## src/include/matrix_defines.svh

```systemverilog
`ifndef MATRIX_DEFINES_SVH
`define MATRIX_DEFINES_SVH

// panel geometry.
`define PIXEL_WIDTH 16
`define PIXEL_HEIGHT 8
`define BYTES_PER_PIXEL 3

// address field widths, derived from the geometry.
`define COL_BITS ($clog2(`PIXEL_WIDTH))
`define ROW_BITS ($clog2(`PIXEL_HEIGHT))
`define PIX_BITS ($clog2(`BYTES_PER_PIXEL))

// framebuffer size in bytes and the width of a flat byte index.
`define FB_DEPTH (`PIXEL_WIDTH * `PIXEL_HEIGHT * `BYTES_PER_PIXEL)
`define FB_ADDR_BITS ($clog2(`FB_DEPTH))

`endif

```

## src/matrix_pkg.sv

```systemverilog
`include "matrix_defines.svh"

package matrix_pkg;

    // command opcode byte values.
    typedef enum logic [7:0] {
        OP_READROW = 8'h01,
        OP_FILL    = 8'h02
    } cmd_opcode_t;

    // decoder FSM states.
    typedef enum logic [1:0] {
        ST_OPCODE,
        ST_READROW,
        ST_FILL,
        ST_DONE
    } dec_state_t;

    // location of one framebuffer byte.
    typedef struct packed {
        logic [`ROW_BITS-1:0] row;
        logic [`COL_BITS-1:0] column;
        logic [`PIX_BITS-1:0] pixel;
    } fb_addr_t;

    // one framebuffer write.
    typedef struct packed {
        logic       strobe;
        fb_addr_t   addr;
        logic [7:0] data;
    } fb_write_t;

endpackage

```

## src/cmd_decoder.sv

```systemverilog
`timescale 1ns/1ns

module cmd_decoder (
    input  logic                  clk,
    input  logic                  reset,
    input  logic [7:0]            in_data,
    input  logic                  in_valid,
    output logic                  in_ready,
    output logic                  rr_start,
    output logic                  rr_byte_en,
    output logic                  fill_start,
    output logic                  fill_byte_en,
    output logic [7:0]            byte_data,
    input  logic                  rr_done,
    input  logic                  fill_done,
    input  logic                  fill_busy,
    input  matrix_pkg::fb_write_t rr_wr,
    input  matrix_pkg::fb_write_t fill_wr,
    output matrix_pkg::fb_write_t fb_wr,
    output logic                  cmd_done,
    output logic                  bad_cmd
);
    matrix_pkg::dec_state_t state;
    logic take;
    logic op_readrow;
    logic op_fill;

    assign take       = in_valid && in_ready;
    assign op_readrow = in_data == matrix_pkg::OP_READROW;
    assign op_fill    = in_data == matrix_pkg::OP_FILL;

    // ready drops while a handler finishes or the fill sweep runs.
    always_comb begin
        case (state)
            matrix_pkg::ST_OPCODE:  in_ready = 1'b1;
            matrix_pkg::ST_READROW: in_ready = !rr_done;
            matrix_pkg::ST_FILL:    in_ready = !fill_busy;
            default:                in_ready = 1'b0;
        endcase
    end

    assign rr_start     = state == matrix_pkg::ST_OPCODE && take && op_readrow;
    assign fill_start   = state == matrix_pkg::ST_OPCODE && take && op_fill;
    assign rr_byte_en   = state == matrix_pkg::ST_READROW && take;
    assign fill_byte_en = state == matrix_pkg::ST_FILL && take;
    assign byte_data    = in_data;

    assign cmd_done = rr_done || fill_done;

    // only the active handler reaches the RAM.
    always_comb begin
        case (state)
            matrix_pkg::ST_READROW: fb_wr = rr_wr;
            matrix_pkg::ST_FILL:    fb_wr = fill_wr;
            default:                fb_wr = '0;
        endcase
    end

    always_ff @(posedge clk or posedge reset) begin
        if (reset) begin
            state   <= matrix_pkg::ST_OPCODE;
            bad_cmd <= 1'b0;
        end else begin
            bad_cmd <= 1'b0;
            case (state)
                matrix_pkg::ST_OPCODE: begin
                    if (take) begin
                        if (op_readrow) begin
                            state <= matrix_pkg::ST_READROW;
                        end else if (op_fill) begin
                            state <= matrix_pkg::ST_FILL;
                        end else begin
                            bad_cmd <= 1'b1; // unknown opcode is dropped.
                        end
                    end
                end
                matrix_pkg::ST_READROW: begin
                    if (rr_done) begin
                        state <= matrix_pkg::ST_DONE;
                    end
                end
                matrix_pkg::ST_FILL: begin
                    if (fill_done) begin
                        state <= matrix_pkg::ST_DONE;
                    end
                end
                default: begin
                    state <= matrix_pkg::ST_OPCODE; // one idle cycle after a command.
                end
            endcase
        end
    end

endmodule

```

## src/cmd_fill.sv

```systemverilog
`timescale 1ns/1ns
`include "matrix_defines.svh"

module cmd_fill (
    input  logic                  clk,
    input  logic                  reset,
    input  logic                  start,
    input  logic                  byte_en,
    input  logic [7:0]            byte_data,
    output matrix_pkg::fb_write_t wr,
    output logic                  busy,
    output logic                  done
);
    localparam int ROW_W = `ROW_BITS;
    localparam int COL_W = `COL_BITS;
    localparam int PIX_W = `PIX_BITS;
    localparam logic [ROW_W-1:0] LAST_ROW = ROW_W'(`PIXEL_HEIGHT - 1);
    localparam logic [COL_W-1:0] LAST_COL = COL_W'(`PIXEL_WIDTH - 1);
    localparam logic [PIX_W-1:0] LAST_PIX = PIX_W'(`BYTES_PER_PIXEL - 1);

    typedef enum logic [1:0] {
        FL_IDLE,
        FL_COLOUR,
        FL_SWEEP
    } fill_state_t;

    fill_state_t state;
    logic [7:0] colour [`BYTES_PER_PIXEL];
    logic [PIX_W-1:0] colour_idx;
    logic [ROW_W-1:0] row;
    logic [COL_W-1:0] column;
    logic [PIX_W-1:0] pixel;
    logic last_pos;

    assign last_pos = row == LAST_ROW && column == LAST_COL && pixel == LAST_PIX;
    assign busy     = state == FL_SWEEP;
    assign done     = busy && last_pos;

    assign wr.strobe      = busy;
    assign wr.addr.row    = row;
    assign wr.addr.column = column;
    assign wr.addr.pixel  = pixel;
    assign wr.data        = colour[pixel];

    // first colour byte lands on the highest pixel index.
    always_ff @(posedge clk) begin
        if (state == FL_COLOUR && byte_en) begin
            colour[colour_idx] <= byte_data;
        end
    end

    always_ff @(posedge clk or posedge reset) begin
        if (reset) begin
            state      <= FL_IDLE;
            colour_idx <= LAST_PIX;
            row        <= '0;
            column     <= '0;
            pixel      <= '0;
        end else if (start) begin
            state      <= FL_COLOUR;
            colour_idx <= LAST_PIX;
        end else if (state == FL_COLOUR) begin
            if (byte_en) begin
                colour_idx <= colour_idx - 1'b1;
                if (colour_idx == '0) begin
                    state  <= FL_SWEEP;
                    row    <= '0;
                    column <= '0;
                    pixel  <= '0;
                end
            end
        end else if (state == FL_SWEEP) begin
            if (last_pos) begin
                state <= FL_IDLE;
            end else if (pixel != LAST_PIX) begin
                pixel <= pixel + 1'b1;
            end else begin
                pixel <= '0;
                if (column != LAST_COL) begin
                    column <= column + 1'b1;
                end else begin
                    column <= '0;
                    row    <= row + 1'b1; // next panel row.
                end
            end
        end
    end

endmodule

```

## src/cmd_readrow.sv

```systemverilog
`timescale 1ns/1ns
`include "matrix_defines.svh"

module cmd_readrow (
    input  logic                  clk,
    input  logic                  reset,
    input  logic                  start,
    input  logic                  byte_en,
    input  logic [7:0]            byte_data,
    output matrix_pkg::fb_write_t wr,
    output logic                  done
);
    localparam int ROW_W = `ROW_BITS;
    localparam int COL_W = `COL_BITS;
    localparam int PIX_W = `PIX_BITS;
    localparam logic [COL_W-1:0] LAST_COL = COL_W'(`PIXEL_WIDTH - 1);
    localparam logic [PIX_W-1:0] LAST_PIX = PIX_W'(`BYTES_PER_PIXEL - 1);

    typedef enum logic [1:0] {
        RR_ROW,
        RR_CONTENT,
        RR_DONE
    } rr_state_t;

    rr_state_t state;
    logic [ROW_W-1:0] row;
    logic [COL_W-1:0] column;
    logic [PIX_W-1:0] pixel;
    logic last_pos;

    assign last_pos = column == '0 && pixel == '0;

    always_ff @(posedge clk or posedge reset) begin
        if (reset) begin
            state  <= RR_ROW;
            row    <= '0;
            column <= LAST_COL;
            pixel  <= LAST_PIX;
            wr     <= '0;
            done   <= 1'b0;
        end else begin
            wr.strobe <= 1'b0;
            done      <= 1'b0;
            if (start) begin
                state  <= RR_ROW;
                column <= LAST_COL;
                pixel  <= LAST_PIX;
            end else begin
                case (state)
                    RR_ROW: begin
                        if (byte_en) begin
                            row   <= byte_data[ROW_W-1:0]; // high bits ignored.
                            state <= RR_CONTENT;
                        end
                    end
                    RR_CONTENT: begin
                        if (byte_en) begin
                            wr.strobe      <= 1'b1;
                            wr.addr.row    <= row;
                            wr.addr.column <= column;
                            wr.addr.pixel  <= pixel;
                            wr.data        <= byte_data;
                            if (last_pos) begin
                                done  <= 1'b1;
                                state <= RR_DONE;
                            end else if (pixel == '0) begin
                                pixel  <= LAST_PIX;
                                column <= column - 1'b1;
                            end else begin
                                pixel <= pixel - 1'b1;
                            end
                        end
                    end
                    default: begin
                        // rearm for the next row.
                        state  <= RR_ROW;
                        column <= LAST_COL;
                        pixel  <= LAST_PIX;
                    end
                endcase
            end
        end
    end

endmodule

```

## src/framebuffer.sv

```systemverilog
`timescale 1ns/1ns
`include "matrix_defines.svh"

module framebuffer (
    input  logic                  clk,
    input  matrix_pkg::fb_write_t wr,
    input  matrix_pkg::fb_addr_t  rd_addr,
    output logic [7:0]            rd_data
);
    localparam int ADDR_W = `FB_ADDR_BITS;

    logic [7:0] mem [`FB_DEPTH];
    logic [ADDR_W-1:0] wr_index;
    logic [ADDR_W-1:0] rd_index;

    // flat byte position of a row, column and pixel.
    function automatic logic [ADDR_W-1:0] byte_index(input matrix_pkg::fb_addr_t a);
        int flat;
        flat = (int'(a.row) * `PIXEL_WIDTH + int'(a.column)) * `BYTES_PER_PIXEL
               + int'(a.pixel);
        return ADDR_W'(flat);
    endfunction

    assign wr_index = byte_index(wr.addr);
    assign rd_index = byte_index(rd_addr);

    // same cycle read of a written address returns the old byte.
    always_ff @(posedge clk) begin
        if (wr.strobe) begin
            mem[wr_index] <= wr.data;
        end
        rd_data <= mem[rd_index];
    end

endmodule

```

## src/led_matrix_top.sv

```systemverilog
`timescale 1ns/1ns

module led_matrix_top (
    input  logic                 clk,
    input  logic                 reset,
    input  logic [7:0]           in_data,
    input  logic                 in_valid,
    output logic                 in_ready,
    input  matrix_pkg::fb_addr_t rd_addr,
    output logic [7:0]           rd_data,
    output logic                 cmd_done,
    output logic                 bad_cmd
);
    logic rr_start;
    logic rr_byte_en;
    logic fill_start;
    logic fill_byte_en;
    logic [7:0] byte_data;
    logic rr_done;
    logic fill_done;
    logic fill_busy;
    matrix_pkg::fb_write_t rr_wr;
    matrix_pkg::fb_write_t fill_wr;
    matrix_pkg::fb_write_t fb_wr;

    cmd_decoder cmd_decoder_i (
        .clk          (clk),
        .reset        (reset),
        .in_data      (in_data),
        .in_valid     (in_valid),
        .in_ready     (in_ready),
        .rr_start     (rr_start),
        .rr_byte_en   (rr_byte_en),
        .fill_start   (fill_start),
        .fill_byte_en (fill_byte_en),
        .byte_data    (byte_data),
        .rr_done      (rr_done),
        .fill_done    (fill_done),
        .fill_busy    (fill_busy),
        .rr_wr        (rr_wr),
        .fill_wr      (fill_wr),
        .fb_wr        (fb_wr),
        .cmd_done     (cmd_done),
        .bad_cmd      (bad_cmd)
    );

    cmd_readrow cmd_readrow_i (
        .clk       (clk),
        .reset     (reset),
        .start     (rr_start),
        .byte_en   (rr_byte_en),
        .byte_data (byte_data),
        .wr        (rr_wr),
        .done      (rr_done)
    );

    cmd_fill cmd_fill_i (
        .clk       (clk),
        .reset     (reset),
        .start     (fill_start),
        .byte_en   (fill_byte_en),
        .byte_data (byte_data),
        .wr        (fill_wr),
        .busy      (fill_busy),
        .done      (fill_done)
    );

    framebuffer framebuffer_i (
        .clk     (clk),
        .wr      (fb_wr),
        .rd_addr (rd_addr),
        .rd_data (rd_data)
    );

endmodule

```

## config.mk

```make
export PLATFORM = sky130hd
export DESIGN_NAME = led_matrix_top
export DESIGN_NICKNAME = d
export VERILOG_FILES = /design/src/matrix_pkg.sv /design/src/cmd_decoder.sv /design/src/cmd_fill.sv /design/src/cmd_readrow.sv /design/src/framebuffer.sv /design/src/led_matrix_top.sv
export VERILOG_INCLUDE_DIRS = /design/src /design/src/include
export SDC_FILE = /design/constraint.sdc
export NUM_CORES = 2
export LEC_CHECK = 0
export BUFFER_PORTS_ARGS = -buffer_cell sky130_fd_sc_hd__clkbuf_2
export CORE_UTILIZATION = 47
export CTS_BUF_LIST = sky130_fd_sc_hd__clkbuf_8 sky130_fd_sc_hd__clkbuf_16
export DETAILED_ROUTE_END_ITERATION = 6
export GPL_ROUTABILITY_DRIVEN = 0
export PLACE_DENSITY = 0.59
export REMOVE_ABC_BUFFERS = 1
export SETUP_SLACK_MARGIN = 0.3
export SYNTH_ARGS = -nofsm -noshare
export SYNTH_HDL_FRONTEND = slang
export SYNTH_HIERARCHICAL = 1
export SYNTH_SLANG_ARGS = --single-unit
```

## constraint.sdc

```tcl
create_clock -name clk -period 18.26 [get_ports clk]
set_input_delay 0.913 -clock clk [delete_from_list [all_inputs] [get_ports clk]]
set_output_delay 0.913 -clock clk [all_outputs]
set_load 0.01 [all_outputs]
```

Word level (Yosys, flattened, before mapping)
Memories as Yosys holds them, arrays and structs flattened. A register that Yosys moved wholly into a read port is not among the register bits.
Index checks and enable logic that the tools add are counted.
{ "classes": {"bitwise_logic": 2, "muxes": 67, "eq_ne": 29, "n_addsub": 10, "reduce_logical": 35, "n_mul": 2} }
{ "op_table": {"columns": ["operator", "count"], "rows": [
  ["$mul 32x3->9 const B", 2],
  ["$mux 2", 28],
  ["$mux 18", 3],
  ["$mux 4", 11],
  ["$pmux 18 s2", 1],
  ["$mux 3", 7],
  ["$add 9x3->9", 2],
  ["$add 7x4->8", 2],
  ["$mux 1", 12],
  ["$ne 2x1->1 const B", 6],
  ["$ne 3x3->1 const B", 4],
  ["$reduce_and 3->1", 4],
  ["$reduce_and 4->1", 3],
  ["$logic_and 1x1->1", 11],
  ["$ne 3x2->1 const B", 3],
  ["$eq 8x1->1 const B", 1],
  ["$eq 8x2->1 const B", 1],
  ["$logic_not 2->1", 4],
  ["$ne 2x2->1 const B", 4],
  ["$pmux 2 s2", 2],
  ["$pmux 4 s2", 1],
  ["$reduce_and 7->1", 1],
  ["$eq 2x1->1 const B", 3],
  ["$eq 2x2->1 const B", 3],
  ["other kinds (20)", 26]
]} }
{ "word_totals": {"output_inout_bits": 11, "regBits": 46, "mem_count": 2, "ramBits": 3096, "input_bits": 20} }
{ "memory_table": {"columns": ["memory", "words", "width", "rd", "rd_clocked_by_memory_dff", "write_ports", "line_no", "source"], "rows": [
  ["framebuffer_i.mem", 384, 8, 1, 1, 1, "framebuffer.sv:12", "logic [7:0] mem [`FB_DEPTH];"],
  ["cmd_fill_i.colour", 3, 8, 1, 0, 1, "cmd_fill.sv:28", "logic [7:0] colour [`BYTES_PER_PIXEL];"]
]} }

Longest topological paths before layout
{ "depth": {"ltp_word": 8, "mapped_depth": 18} }

Cells and area by module
The synthesis kept the hierarchy.
{ "modules_own_cells": {"columns": ["module", "cells_per_inst", "instances", "area_each_um2"], "rows": [
  ["framebuffer", 5527, 1, 120695.8],
  ["cmd_fill", 140, 1, 1754.2],
  ["cmd_readrow", 93, 1, 1282.5],
  ["cmd_decoder", 88, 1, 656.9]
]} }

Worst setup path before layout
Ideal clock, no wire load.
{ "synth_path": {"kind": "register to register", "start": "register cmd_decoder_i.state[1]", "end": "memory framebuffer_i.mem[0][7] (data pin)", "setup_time_ns": 2.080, "path_slack_ns": 5.547, "arrival_ns": 10.633, "period_less_slack_ns": 12.713, "t_required_ns": 16.180, "stages_incl_launch_ff": 7, "path_cell_list": "dfrtp_1 inv_1 ha_1 clkbuf_1 clkbuf_1 a22oi_1 nor2b_1"} }
{ "synth_lines": {"columns": ["element", "line_no", "source"], "rows": [
  ["start, declared", "cmd_decoder.sv:23", "matrix_pkg::dec_state_t state;"],
  ["start signal, assigned", "cmd_decoder.sv:61", "state <= matrix_pkg::ST_OPCODE;"],
  ["start signal, assigned", "cmd_decoder.sv:69", "state <= matrix_pkg::ST_READROW;"],
  ["start signal, assigned", "cmd_decoder.sv:71", "state <= matrix_pkg::ST_FILL;"],
  ["end, declared", "framebuffer.sv:12", null]
]} }

==> flow_summary.toml <==
[run_status]
status = "finished, final reports clean"

[logic_synthesis]
muxShareOfSynthArea = 0.165
synth_seq_cells = 3150
synth.cell_area_um2 = 124000
syn_avg_cell_area_um2 = 21.3
synth_edf_count = 3096
yosys_warnings = 6
ys.flop_type = "edfxtp_1"
synth.distinct_cells = 104
ys_async_sr_fraction = 0.0146
netlist_instances = 5848
synth_common_cells = "edfxtp_1 (3,096), mux4_2 (845), nor2_1 (429), nand2_1 (287), mux2i_1 (114)"
synth_adder_area_share = 0.00487
synth_simple_gate_area_frac = 0.0330
synthXorXnorAreaFrac = 0.00117
synth_compound_area_frac = 0.0190
synth_top_family_by_area = "multiplexers"
synth_top_cell_by_area = "edfxtp_1"
synth_most_common_cell = "edfxtp_1"
synth_top_area_share = 0.747
yosys-top-cells-area = "edfxtp_1 (75%), mux4_2 (15%), nor2_1 (1.3%)"
yosysSeqAreaShare = 0.758

[placed_design]
numPortBuffers = 30
place_inst = 9189
dp_hpwl_mm = 195

[power_and_ir_drop]
p_seq_frac = 0.468
intPower_mw = 13.7
switching_share = 0.291
p_per_area_nw_per_um2 = 139
p_switching_mw = 5.63
worst_ir_drop_vdd_mv = 0.147
p_leak_nw = 44.2
combPwrFrac = 0.196
clockPowerShare = 0.336
p_total_mw = 19.4

[grt]
grt_pass1_vias = 61400
grt_use_met1 = 0.365
grt_max_degree = 209
grt_overflow = 0
grt_usage = 0.253
grt_pass1_wl_mm = 474
antenna_found_initial = 16
grtUsageMet2 = 0.393
grt-busiest-layer = "met2"
grt_use_met3 = 0.0516

[die]
rows = 188
die_area_um2 = 267000
core_area_um2 = 263000
num_io_pins = 31
start_util = 0.473
die_x_um = 516
die_h_um = 516

[cts]
post_cts_buffers = 0
insertion_delay_ns = 0.91
clkTransAtPathRegs_ns = 0.06
cts_root_buffer = "clkbuf_16"
cts_tree = "done"
cts_buffers = 328
htreeDepth = 5
cts_buffer_depth = 4
clock_sinks = 3150

[worst_setup_path]
max_stage_delay_ns = 1.15
path_class = "reg -> reg"
critPathArrivalTime_ns = 7.62
worstPathRequired_ns = 18.76
worst-r2r-cell-count = 15
worstSetupStartpointType = "flip-flop"
crit_fanout = 20
cp-end-kind = "flip-flop"
cp_slowest_cell = "a211oi_2"
crit_chain = "inv_1 -> ha_1 -> a22oi_1 -> nor2b_1 -> fa_1 -> ha_1 -> fa_1 -> a21o_1 -> a21oi_1 -> o21bai_1 -> a21oi_1 -> xnor2_1 -> a211oi_2 -> nand2_1 -> nor2_1"

[route]
drt_iter0_drc = 7743
ant_nets = 0
routed_via_density = 6.30
drtPass1Iterations = 7
wl_mm = 336
drc = 0
avgRoutedWirePerCell_um = 34.3
num_vias = 61600

[cells_and_area]
fillCellCount = 20300
nets = 6071
regArea_um2 = 94300
multi_input_area_um2 = 28100
stdcell_count = 9787
area_delta_synth_final_pct = 11.6
post_route_cells_drive_above_1_share = 0.251

[worst_hold_path]
min_path_type = "in -> reg"
hold_path_depth = 1

[timing]
setup_viol = 0
max_freq_mhz = 140
hold_viol_final = 0
slew_headroom = 0.0567
rsz0062_at_grt = "false"
worst_pin_slew_ns = 1.41
timing.final.crit_share = 0.390
fin_crit_ns = 7.12
maxSlewViolCount = 0
fin_worst_skew_ns = 0.0623

[job]
drv_cap = 0
## stage by stage
step,worst slack [ns],util,TNS [ns],hold slack [ns],area [µm²]
after global placement,10.44,0.488,0,0.468,128000
after CTS,11.30,0.528,0,0.237,139000
after global routing,10.86,0.528,0,0.272,139000
after detailed placement,10.56,0.488,0,0.477,128000
final,11.14,0.528,0,0.293,139000
after floorplan,-14.84,-,-109.28,0.459,122000
## sequential cells by signal (all words and copies together) (netlist names)
register               cells
cmd_decoder_i/bad_cmd      1
cmd_decoder_i/state        2
cmd_fill_i/colour         24
cmd_fill_i/colour_idx      2
cmd_fill_i/column          4
cmd_fill_i/pixel           2
cmd_fill_i/row             3
cmd_fill_i/state           2
cmd_readrow_i/column       4
cmd_readrow_i/done         1
cmd_readrow_i/pixel        2
cmd_readrow_i/row          3
cmd_readrow_i/state        2
cmd_readrow_i/wr          18
framebuffer_i/mem       3072
framebuffer_i/rd_data      8
## kinds of logic after synthesis
| kind of cell | Yosys count |
|---|---|
| buffers and inverters | 382 |
| adder cells (fa/ha/maj) | 46 |
| flip-flops | 3150 |
| AND/OR/NAND/NOR | 943 |
| AO/OA/AOI/OAI | 324 |
| multiplexers | 989 |
| XOR/XNOR | 14 |
## power by group through the flow
| stage | combinational (mW) | sequential [mW] | clock, mW |
|---|---|---|---|
| final | 3.80 | 9.05 | 6.51 |
| after global routing | 3.95 | 9.05 | 6.86 |
| after CTS | 3.79 | 9.04 | 6.60 |
| after detailed placement | 3.79 | 9.19 | 0 |
| after global placement | 3.71 | 9.19 | 0 |
| after floorplan | 3.19 | 9.64 | 0 |
## layout make-up
cell class / count / area share
multi-input cells: 2316 / 0.202
clock inverters: 245 / 0.0138
well taps: 3515 / 0.0317
clock buffers: 342 / 0.0612
inverters: 35 / 0.000947
flip-flops and latches: 3150 / 0.679
diodes: 10 / 0.000180
repair buffers: 174 / 0.0102
## layer usage
metal,vias up,part of all wire
li1,24700,-
met1,33600,0.41
met2,2846,0.47
met3,501,0.088
met4,6,0.029
met5,-,0.00013
## critical path: cells and delay by family (launching register included)
| kind | cells | cell delay (ns) |
|---|---|---|
| compound gates | 6 | 2.16 |
| xor+xnor | 1 | 0.19 |
| fa+ha+maj | 4 | 1.91 |
| buf+inv | 1 | 0.09 |
| flops | 1 | 0.40 |
| simple gates | 3 | 1.97 |
## layout by cell type (no fill, tap or decap), types with 10 or more instances in the layout
cell type | netlist | routed
nand2_2 | 1 | 17
ha_1 | 42 | 40
diode_2 | 0 | 10
nand2_1 | 287 | 271
a2111oi_0 | 10 | 10
nor3_1 | 17 | 15
inv_6 | 0 | 10
mux4_2 | 845 | 845
clkbuf_16 | 0 | 336
o22ai_1 | 23 | 23
a22oi_1 | 33 | 33
edfxtp_1 | 3096 | 3096
clkinvlp_4 | 0 | 13
a31oi_1 | 13 | 13
clkbuf_2 | 0 | 30
dfrtp_1 | 40 | 40
nor2b_1 | 28 | 20
a32oi_1 | 19 | 19
bufinv_16 | 0 | 27
nand3_1 | 61 | 57
clkinv_1 | 1 | 71
a21oi_1 | 54 | 53
mux2_1 | 17 | 17
o21ai_0 | 31 | 31
a211oi_1 | 24 | 21
buf_12 | 3 | 15
clkinv_2 | 0 | 51
mux2i_1 | 114 | 114
buf_4 | 61 | 128
nor4_1 | 12 | 11
inv_1 | 32 | 96
and3_1 | 23 | 23
nor2_1 | 429 | 420
o21ai_1 | 13 | 12
nand4_1 | 25 | 25
## path summary, 6_finish.rpt
path | startpoint | to | slack (ns)
max in group asynchronous | reset | cmd_readrow_i/column[0] | 16.98
hold / removal | in_data[7] | cmd_fill_i/colour[1][7] | 0.29
min in group asynchronous | reset | cmd_decoder_i/bad_cmd | 0.51
setup reg to reg | cmd_decoder_i/state[1] | framebuffer_i/mem[90][0] | 11.14
setup / recovery | cmd_decoder_i/state[1] | framebuffer_i/mem[90][0] | 11.14
hold reg to reg | cmd_readrow_i/wr[5] | cmd_readrow_i/wr[5] | 0.49
## timing repair
action,4_1_cts,5_1_grt
resized for setup,0,0
hold buffers,1,0
hold endpoints to repair,3,0
Power figures use the tool's default switching activity.
